File: src/rtl/frontend_defines.svh
// ====================
// fetch front end widths and sizes
// ====================

`ifndef FRONTEND_DEFINES_SVH
`define FRONTEND_DEFINES_SVH

// virtual address width
`define FE_XLEN 32

// bytes per fetch block, power of two
`define FE_BLOCK_BYTES 8

// branch target buffer depth
`define FE_BTB_ENTRIES 4

// first fetch address out of reset, block aligned
`define FE_RESET_VADDR 32'h0000_1000

// exception and interrupt code width
`define FE_CAUSE_W 4

`endif

File: src/rtl/frontend_pkg.sv
// ====================
// fetch front end types and the block alignment helper
// ====================

`include "frontend_defines.svh"

package frontend_pkg;

  // ====================
  // address and csr types
  // ====================

  typedef logic [`FE_XLEN-1:0] vaddr_t;

  // exception or interrupt code
  typedef logic [`FE_CAUSE_W-1:0] cause_t;

  // one delegation bit per exception cause
  typedef logic [15:0] medeleg_t;

  // ====================
  // btb types
  // ====================

  typedef logic [$clog2(`FE_BTB_ENTRIES)-1:0] btb_idx_t;

  // one bit per btb entry
  typedef logic [`FE_BTB_ENTRIES-1:0] btb_vec_t;

  // commit flush reasons
  typedef enum logic [2:0] {
    SILENT    = 3'd0,
    REFETCH   = 3'd1,
    MRET      = 3'd2,
    SRET      = 3'd3,
    EXCEPT    = 3'd4,
    INTERRUPT = 3'd5
  } flush_kind_t;

  // clear the byte offset inside a fetch block
  function automatic vaddr_t block_align(vaddr_t vaddr);
    return vaddr & ~vaddr_t'(`FE_BLOCK_BYTES - 1);
  endfunction

endpackage

File: src/rtl/frontend_ifs.sv
// ====================
// btb write port and btb search port bundles
// ====================

`timescale 1ns/1ps

`include "frontend_defines.svh"


// s0 search plus the branch probe search into the same entries
interface btb_lookup_if;
  import frontend_pkg::*;

  logic     search_valid;
  vaddr_t   search_vaddr;
  // per entry results, each entry fills its own slot
  btb_vec_t hit;
  vaddr_t   target [`FE_BTB_ENTRIES];
  // second tag compare for the update path
  vaddr_t   probe_vaddr;
  btb_vec_t probe_hit;

  modport search (output search_valid, search_vaddr);
  modport entry  (input  search_valid, search_vaddr, probe_vaddr,
                  output hit, target, probe_hit);
  modport select (input  search_valid, hit, target);
  modport probe  (output probe_vaddr, input probe_hit);
endinterface

File: src/rtl/fetch_pc_gen.sv
// ====================
// fetch address generator with s0 address and s1 output stage
// ====================

`timescale 1ns/1ps

`include "frontend_defines.svh"

module fetch_pc_gen (
  input  logic                 i_clk,
  input  logic                 i_reset_n,
  input  logic                 i_redirect,
  input  frontend_pkg::vaddr_t i_redirect_vaddr,
  input  logic                 i_pred_hit,
  input  frontend_pkg::vaddr_t i_pred_target,
  input  logic                 i_ibuf_ready,
  btb_lookup_if.search         btb_search,
  output logic                 o_fetch_valid,
  output frontend_pkg::vaddr_t o_fetch_vaddr,
  output logic                 o_fetch_pred_taken,
  output frontend_pkg::vaddr_t o_fetch_pred_target
);
  import frontend_pkg::*;

  vaddr_t r_s0_vaddr;
  vaddr_t w_s0_vaddr_next;
  logic   r_s1_valid;
  vaddr_t r_s1_vaddr;
  logic   w_s1_adv;
  logic   w_s1_accept;
  logic   w_pred_redirect;
  logic   w_s1_load;

  // ====================
  // stage control
  // ====================

  // s1 can take a new block when empty or draining
  assign w_s1_adv    = ~r_s1_valid | i_ibuf_ready;
  assign w_s1_accept = r_s1_valid & i_ibuf_ready;

  // taken prediction on a delivered block
  assign w_pred_redirect = w_s1_accept & i_pred_hit;

  // s0 block moves on unless killed or replaced
  assign w_s1_load = w_s1_adv & ~i_redirect & ~w_pred_redirect;

  // ====================
  // s0 next address
  // ====================

  always_comb begin
    if (i_redirect) begin
      w_s0_vaddr_next = block_align(i_redirect_vaddr);
    end else if (!w_s1_adv) begin
      // buffer full, replay same block later
      w_s0_vaddr_next = r_s0_vaddr;
    end else if (w_pred_redirect) begin
      // sequential block in s0 is dropped
      w_s0_vaddr_next = block_align(i_pred_target);
    end else begin
      w_s0_vaddr_next = r_s0_vaddr + vaddr_t'(`FE_BLOCK_BYTES);
    end
  end

  always_ff @(posedge i_clk or negedge i_reset_n) begin
    if (!i_reset_n) begin
      r_s0_vaddr <= vaddr_t'(`FE_RESET_VADDR);
    end else begin
      r_s0_vaddr <= w_s0_vaddr_next;
    end
  end

  // ====================
  // s1 stage
  // ====================

  // kill on any redirect, hold while stalled
  always_ff @(posedge i_clk or negedge i_reset_n) begin
    if (!i_reset_n) begin
      r_s1_valid <= 1'b0;
    end else if (i_redirect || w_s1_adv) begin
      r_s1_valid <= w_s1_load;
    end
  end

  always_ff @(posedge i_clk) begin
    if (w_s1_load) begin
      r_s1_vaddr <= r_s0_vaddr;
    end
  end

  // btb looks up the s0 block, result lands with it in s1
  assign btb_search.search_valid = w_s1_load;
  assign btb_search.search_vaddr = r_s0_vaddr;

  assign o_fetch_valid       = r_s1_valid;
  assign o_fetch_vaddr       = r_s1_vaddr;
  assign o_fetch_pred_taken  = r_s1_valid & i_pred_hit;
  assign o_fetch_pred_target = i_pred_target;

  // every path into s0 aligns, including btb and csr targets
  a_fetch_aligned : assert property (@(posedge i_clk) disable iff (!i_reset_n)
    o_fetch_valid |-> block_align(o_fetch_vaddr) == o_fetch_vaddr)
    else $error("fetch_pc_gen unaligned block %h", o_fetch_vaddr);

endmodule

File: src/flat_wrapper.sv
// flat-port wrapper written by rule: the top's interface ports become plain ports
module fetch_pc_gen_flat import frontend_pkg::*;
  (i_clk, i_reset_n, i_redirect, i_redirect_vaddr, i_pred_hit, i_pred_target, i_ibuf_ready, o_fetch_valid, o_fetch_vaddr, o_fetch_pred_taken, o_fetch_pred_target, btb_search_search_valid, btb_search_search_vaddr);
  btb_lookup_if btb_search_i ();
  input  logic i_clk;
  input  logic i_reset_n;
  input  logic i_redirect;
  input  frontend_pkg::vaddr_t i_redirect_vaddr;
  input  logic i_pred_hit;
  input  frontend_pkg::vaddr_t i_pred_target;
  input  logic i_ibuf_ready;
  output logic o_fetch_valid;
  output frontend_pkg::vaddr_t o_fetch_vaddr;
  output logic o_fetch_pred_taken;
  output frontend_pkg::vaddr_t o_fetch_pred_target;
  output wire logic [$bits(btb_search_i.search_valid)-1:0] btb_search_search_valid;
  output wire logic [$bits(btb_search_i.search_vaddr)-1:0] btb_search_search_vaddr;
  assign btb_search_search_valid = btb_search_i.search_valid;
  assign btb_search_search_vaddr = btb_search_i.search_vaddr;
  fetch_pc_gen u_core (.i_clk(i_clk), .i_reset_n(i_reset_n), .i_redirect(i_redirect), .i_redirect_vaddr(i_redirect_vaddr), .i_pred_hit(i_pred_hit), .i_pred_target(i_pred_target), .i_ibuf_ready(i_ibuf_ready), .btb_search(btb_search_i), .o_fetch_valid(o_fetch_valid), .o_fetch_vaddr(o_fetch_vaddr), .o_fetch_pred_taken(o_fetch_pred_taken), .o_fetch_pred_target(o_fetch_pred_target));
endmodule
File: config.mk
export PLATFORM = sky130hd
export DESIGN_NAME = fetch_pc_gen_flat
export DESIGN_NICKNAME = d
export VERILOG_FILES = /design/src/rtl/frontend_pkg.sv /design/src/rtl/frontend_ifs.sv /design/src/rtl/fetch_pc_gen.sv /design/src/flat_wrapper.sv
export VERILOG_INCLUDE_DIRS = /design/src /design/src/rtl
export SDC_FILE = /design/constraint.sdc
export NUM_CORES = 1
export LEC_CHECK = 0
export BUFFER_PORTS_ARGS = -buffer_cell sky130_fd_sc_hd__buf_2
export CAP_MARGIN = 10
export CELL_PAD_IN_SITES_DETAIL_PLACEMENT = 1
export CELL_PAD_IN_SITES_GLOBAL_PLACEMENT = 2
export CORE_MARGIN = 3
export CORE_UTILIZATION = 24
export DETAILED_ROUTE_END_ITERATION = 7
export GPL_TIMING_DRIVEN = 0
export PLACE_DENSITY_LB_ADDON = 0.15
export SKIP_LAST_GASP = 1
export SLEW_MARGIN = 5
export SYNTH_ARGS = -nofsm -noshare
export SYNTH_HDL_FRONTEND = slang
export SYNTH_SLANG_ARGS = --single-unit
File: constraint.sdc
create_clock -name i_clk -period 2.5 [get_ports i_clk]
set_input_delay 0.375 -clock i_clk [delete_from_list [all_inputs] [get_ports i_clk]]
set_output_delay 0.375 -clock i_clk [all_outputs]
set_load 0.05 [all_outputs]
==> impl_summary.txt, run 1 <==
----------------------------------------------------
[Outcome]
  Status ... complete, no violations

[STA]
  Hold violation total from the final report ... 0
  Worst-Margin Slew ... 809 ps
  Slew Limit Headroom ... 0.461
  Peak clock frequency supported by timing ... 0.430 GHz
  Unrepaired setup endpoints after global routing ... false
  Max Slew Vio Count ... 0
  Period utilization ... 0.930
  Final Setup Violations ... 0
  Minimum clock period ... 2320 ps
  Setup total negative slack ... 0 ps
  Worst clock skew ... 4.69 ps

[Yosys]
  Main area contributors after synthesis ... edfxtp_1, dfrtp_1, buf_4, nand2_1, o21ai_0
  Area of the mapped netlist ... 3330 um^2
  Portion of the post-synthesis area used by sequential elements ... 0.487
  Count of yosys warnings during synthesis ... 0
  Area share of the largest cell type after synthesis ... 0.261
  Most used standard cell by instance count after synthesis ... buf_4
  Cell type with the highest aggregate area in the netlist ... edfxtp_1
  Count of mapped cells out of synthesis ... 346
  Number of flops mapped to enable cells by yosys ... 29
  Synth Flop Type ... edfxtp_1
  Top cells by count, synth ... buf_4, nand2_1, dfrtp_1, edfxtp_1, nor2_1
  Asr flop ratio synth ... 0.508
  Count of cell types in the netlist ... 46
  #FFs+latches synth ... 59
  Mapped Avg Cell Area ... 9.64 um^2

[Floorplanning]
  Core region area ... 13400 um^2
  Overall die area ... 15300 um^2
  Core Rows ... 42
  Horiz. Die Dim ... 124 um
  DIE HEIGHT ... 124 um
  Number of top-level pins ... 168
  Initial core utilization ... 0.249

[Worst setup path]
  Critical Path Start Type ... register
  Cell breakdown of the critical path ... nor2b_1 > clkbuf_2 > nor2_4 > nand2_1 > clkinvlp_4 > buf_2
  Slowest stage cell on the critical path ... dfrtp_2
  Required time reported for the critical path endpoint ... 2120 ps
  Largest stage delay, worst path ... 450 ps
  Critical Path AT ... 1950 ps
  CP Capture Type ... output pin
  Worst Path Max Fanout ... 9
  Category of the critical setup timing path ... register to output pin

[Finish]
  Final layout net count ... 589
  Count of antenna diodes in the layout ... 0
  Share of layout cells above drive strength 1 ... 0.429
  Area growth from synthesis to layout ... 41.2%
  Final core area utilization ... 0.351

[Routing]
  Antenna-violating nets left ... 0
  Topmost layer with routed signal wires ... met5
  Drt first pass iters ... 4
  Routed met1 length ... 5620 um
  Routed length per placed instance ... 18.4 um
  Detailed-routed wire length on met2 ... 6040 um
  First DRT Iteration DRCs ... 143
  Drt drc ... 0
  Detail-routed via count per cell ... 4.66
  Routed length on met3 ... 1030 um
  Overall routed net length ... 12900 um
  Vias after detailed routing ... 3260

[Placed design]
  GP Congestion ... 0.820
  I/O Buffers ... 154
  Total half-perimeter wirelength after legalization and detailed placement ... 9310 um

[Clock network]
  Number of clock sinks ... 59
  Source-to-sink clock delay at the later pin of the worst-skew pair ... 330 ps
  Clock edge transition at the registers on the reported setup and hold paths ... 50 ps
  Root Driver ... clkbuf_16
  H-tree level count ... 3
  Buffers from clock root to sink, at most ... 2
  Number of buffers created by CTS ... 9
  TritonCTS clock tree ... built

[Global routing]
  Overflow left after global routing ... 0
  GRT Total Usage ... 0.171
  Vias in the first global route ... 3376
  Global-route wire length before repair ... 19300 um
  Maximum number of pins on one net before global-route repair ... 31
  Initial antenna violation count ... 1

[Power]
  Worst voltage drop across the vdd grid ... 341 uV
  Power Density ... 777 nW/um^2
  Total leakage power ... 0.00212 uW

[Run]
  Number of violations of the max-capacitance limit ... 0

[Worst hold path]
  Type of the tightest min-delay check ... input pin to asynchronous set/reset pin

----------------------------------------------------
[sequential cells by signal (all words and copies together), names as in the netlist]
name and cells:
u_core.o_fetch_valid 1, u_core.o_fetch_vaddr 29, u_core.btb_search.search_vaddr 29
[metrics by stage]
stage | cell area, um^2 | power, uW | cells | setup WS (ps) | hold slack [ps]
global route | 4710 | 3830 | 700 | 54.9 | 177
detailed placement | 4350 | 2300 | 681 | -851 | 481
finish | 4710 | 3660 | 700 | 176 | 127
floorplan | 3360 | 1990 | 351 | 97.2 | 79.4
CTS | 4700 | 3700 | 699 | -166 | 153
global placement | 4350 | 2290 | 681 | -916 | 477
[cell usage in the layout (no fill, tap or decap), types with 2 or more instances in the layout]
master	synthesis	final
a21o_1	2	2
a21oi_1	20	20
a221o_1	2	2
a22oi_1	11	11
a31oi_1	4	4
a41oi_1	2	2
and2_1	3	3
and3_1	5	5
and4_1	2	2
buf_2	2	156
buf_4	39	41
bufinv_16	0	2
clkbuf_1	15	15
clkbuf_16	0	9
clkbuf_2	1	2
clkbuf_8	2	4
clkinvlp_4	0	3
conb_1	1	6
dfrtp_1	29	28
edfxtp_1	29	29
inv_1	7	6
mux2i_1	2	2
nand2_1	38	38
nand2b_1	3	3
nand3_1	14	14
nand4_1	11	11
nor2_1	26	25
nor2b_1	3	3
nor3_1	3	3
nor4_1	2	2
o21ai_0	22	22
o221ai_1	10	10
o22ai_1	6	6
xnor2_1	8	8
xor2_1	8	8
[logic make-up after synthesis]
logic type / Yosys count / synth area share
compound gates: 86 / 0.165
xor+xnor: 16 / 0.0420
simple gates: 115 / 0.170
mux: 2 / 0.00600
fa+ha+maj: 1 / 0.00375
other cells: 1 / 0.00112
buf+inv: 66 / 0.125
flops: 59 / 0.487
[power by group]
group / switching, uW / internal, uW
Combinational: 746 / 271
Sequential: 126 / 1140
Clock: 450 / 925
Total: 1320 / 2340
[metal layers]
layer,global-route usage,up-vias
met5,0,-
met4,0.0471,2
met3,0.0468,13
met2,0.278,133
met1,0.225,1546
li1,-,1566
[critical path: cells and delay by family, from the launching register on]
family / cells / cell delay [ps]
DFF: 1 / 450
and+or+nand+nor: 3 / 490
buffers and inverters: 3 / 660
[area by class of cell]
class                      count  area (um^2)
timing repair buffer         156          786
fill                        1605         8690
clock inverter                 4         72.6
buffer                        59          393
timing repair inverter         1         7.51
sequential                    59         1620
multi-input combinational    226         1320
clock buffer                  12          256
inverter                       7         30.0
tap                          176          220
[timing repair]
| action | CTS | global route |
|---|---|---|
| buffers inserted | 1 | 1 |
| hold buffers | 0 | 0 |
| gates resized for setup | 3 | 2 |
| cloned | 1 | 0 |
| pin swaps | 0 | 1 |
| setup endpoints to repair | 40 | 2 |
[path summary, 6_finish.rpt]
kind	startpoint	endpoint	slack [ps]	depth (start not counted)
worst max-delay path	u_core.o_fetch_valid	btb_search_search_valid	180	6
worst min-delay path	i_reset_n	u_core.btb_search.search_vaddr[30]	130	1
worst max register to register	u_core.btb_search.search_vaddr[13]	u_core.btb_search.search_vaddr[31]	340	6
worst min register to register	u_core.btb_search.search_vaddr[6]	u_core.o_fetch_vaddr[6]	490	0
max in group asynchronous	i_reset_n	u_core.o_fetch_valid	1800	1
min in group i_clk	i_redirect_vaddr[31]	u_core.btb_search.search_vaddr[31]	250	3
Note: power is estimated with default switching activity, not from simulation.
==> run 2, diff against run 1 <==
--- a/config.mk
+++ b/config.mk
@@ -11,7 +11,7 @@
 export CELL_PAD_IN_SITES_DETAIL_PLACEMENT = 1
 export CELL_PAD_IN_SITES_GLOBAL_PLACEMENT = 2
 export CORE_MARGIN = 3
-export CORE_UTILIZATION = 24
+export CORE_UTILIZATION = 26
 export DETAILED_ROUTE_END_ITERATION = 7
 export GPL_TIMING_DRIVEN = 0
 export PLACE_DENSITY_LB_ADDON = 0.15
==> impl_summary.txt, run 2 (synthesized netlist as in run 1, its figures left out) <==
----------------------------------------------------
[Worst setup path]
  Critical Path Start Type ... register
  Category of the critical setup timing path ... register to output pin
  Cell depth of the worst flop-to-flop path ... 9 (+3)
  Worst setup path endpoint ... btb_search_search_valid
  Slowest stage cell on the critical path ... dfrtp_2
  Launch point of the worst path ... u_core.o_fetch_valid
  Buf/Inv on CP ... 3 (unchanged)
  Largest stage delay, worst path ... 450 ps (about the same)
  Cell breakdown of the critical path ... nor2b_1 > clkbuf_2 > nor2_4 > nand2_1 > clkinvlp_4 > buf_2
  FF-to-FF Start ... u_core.o_fetch_valid
  Worst Path Max Fanout ... 9 (unchanged)
  CP Capture Type ... output pin
  FF-to-FF End ... u_core.btb_search.search_vaddr[22]
  Top cell family by delay on the critical path ... buffers and inverters
  Critical Path AT ... 1970 ps (+20 ps)
  Crit. path cell count ... 6 (unchanged)
  Required time reported for the critical path endpoint ... 2120 ps (about the same)
  Worst reg2reg setup slack ... 420 ps (+80 ps)

[STA]
  Final Setup Violations ... 0 (unchanged)
  Hold violation total from the final report ... 0 (unchanged)
  Minimum clock period ... 2350 ps (+21.7 ps)
  Worst clock skew ... 5.99 ps (+1.30 ps)
  Setup total negative slack ... 0 ps (unchanged)
  Unrepaired setup endpoints after global routing ... false
  Period utilization ... 0.938 (+0.00869)
  Worst-Margin Slew ... 790 ps (-18.6 ps)
  Max Slew Vio Count ... 0 (unchanged)
  Peak clock frequency supported by timing ... 0.426 GHz (-0.93%)
  Slew Limit Headroom ... 0.473 (+0.0124)

[Clock network]
  Root Driver ... clkbuf_16
  H-tree level count ... 3 (unchanged)
  Buffers from clock root to sink, at most ... 2 (unchanged)
  Clock edge transition at the registers on the reported setup and hold paths ... 50 ps (about the same)
  Source-to-sink clock delay at the later pin of the worst-skew pair ... 330 ps (about the same)
  TritonCTS clock tree ... built
  Number of buffers created by CTS ... 9 (unchanged)
  Count of hold buffers inserted by post-cts repair ... 0 (unchanged)
  Number of clock sinks ... 59 (unchanged)

[Worst hold path]
  Type of the tightest min-delay check ... input pin to asynchronous set/reset pin

[Power]
  Worst voltage drop across the vdd grid ... 303 uV (-11%)
  Overall Power ... 3460 uW (-5.3%)
  Power Density ... 743 nW/um^2 (-4.4%)
  Total leakage power ... 0.00211 uW (-0.53%)

[Global routing]
  Vias in the first global route ... 3509 (+3.9%)
  Maximum number of pins on one net before global-route repair ... 31 (unchanged)
  Global-route wire length before repair ... 19600 um (+1.2%)
  Initial antenna violation count ... 0 (-1)
  Overflow left after global routing ... 0 (unchanged)
  GRT Total Usage ... 0.178 (+0.00677)

[Floorplanning]
  Initial core utilization ... 0.272 (+0.0231)
  DIE HEIGHT ... 119 um (-3.7%)
  Number of top-level pins ... 168 (unchanged)
  Core Rows ... 40 (-4.8%)
  Overall die area ... 14200 um^2 (-7.3%)
  Core region area ... 12300 um^2 (-8.5%)
  Horiz. Die Dim ... 119 um (-3.7%)

[Finish]
  Share of layout cells above drive strength 1 ... 0.429 (-0.000818)
  Area growth from synthesis to layout ... 39.8%
  Final layout net count ... 590 (+0.17%)
  Count of antenna diodes in the layout ... 0 (unchanged)
  Most common cell after layout, fill and taps aside ... buf_2
  Leading cell types in the layout, fill and taps excluded ... buf_2, buf_4, nand2_1

[Routing]
  Overall routed net length ... 12500 um (-2.4%)
  Drt first pass iters ... 4 (unchanged)
  Routed length per placed instance ... 18.1 um (-1.4%)
  Drt drc ... 0 (unchanged)
  Detail-routed via count per cell ... 4.82 (+3.5%)
  First DRT Iteration DRCs ... 194 (+36%)
  Vias after detailed routing ... 3340 (+2.5%)
  Antenna-violating nets left ... 0 (unchanged)

[Placed design]
  Total half-perimeter wirelength after legalization and detailed placement ... 9190 um (-1.3%)
  GP Congestion ... 0.802 (-2.3%)
  I/O Buffers ... 154 (unchanged)

[Run]
  Number of violations of the max-capacitance limit ... 0 (unchanged)

[Outcome]
  Status ... complete, no violations

----------------------------------------------------
run 2: per-stage QoR:
| step | utilization | cell area [um^2] | worst slack (ps) | hold slack [ps] | instances |
|---|---|---|---|---|---|
| 3_5_place_dp | 0.354 | 4340 | -867 | 468 | 673 |
| 3_3_place_gp | 0.354 | 4340 | -787 | 471 | 673 |
| 2_1_floorplan | - | 3360 | 97.2 | 79.4 | 351 |
| 6_report | 0.380 | 4660 | 154 | 128 | 693 |
| 5_1_grt | 0.380 | 4660 | 22.4 | 176 | 693 |
| 4_1_cts | 0.379 | 4650 | -146 | 160 | 691 |
run 2: routing by layer:
metal	up-vias	wire, um	track usage	part of all wire
li1	1567	-	-	-
met1	1638	5520	0.231	0.44
met2	122	6050	0.293	0.48
met3	13	795	0.0394	0.063
met4	0	180	0.0608	0.014
met5	-	0	0	0
run 2: how the worst min path moves through the flow:
stage,startpoint,end,depth (start not counted)
6_report,i_reset_n,u_core.btb_search.search_vaddr[28],1
5_1_grt,i_reset_n,u_core.btb_search.search_vaddr[28],1
4_1_cts,i_reset_n,u_core.btb_search.search_vaddr[29],1
3_5_place_dp,u_core.btb_search.search_vaddr[6],u_core.o_fetch_vaddr[6],0
3_3_place_gp,u_core.btb_search.search_vaddr[31],u_core.o_fetch_vaddr[31],0
2_1_floorplan,i_reset_n,u_core.btb_search.search_vaddr[10],0
run 2: report_power, final:
part,switching (uW),internal (uW)
Sequential,123,1140
Combinational,749,272
Clock,430,748
Total,1300,2160
run 2: layout make-up:
| cell class | instances | area (um^2) |
|---|---|---|
| Timing Repair inverter | 1 | 7.51 |
| Buffer | 59 | 393 |
| Clock buffer | 14 | 274 |
| Sequential cell | 59 | 1620 |
| Multi-Input combinational cell | 226 | 1320 |
| Timing Repair Buffer | 157 | 793 |
| Fill cell | 1503 | 7600 |
| Inverter | 7 | 30.0 |
| Clock inverter | 2 | 10.0 |
| Tap cell | 168 | 210 |
run 2: repair_timing:
action / in CTS / in global routing
pin swaps: 0 / 1
cloned: 1 / 0
endpoints found under the setup margin: 39 / 2
resized for setup: 3 / 2
buffers inserted: 1 / 2
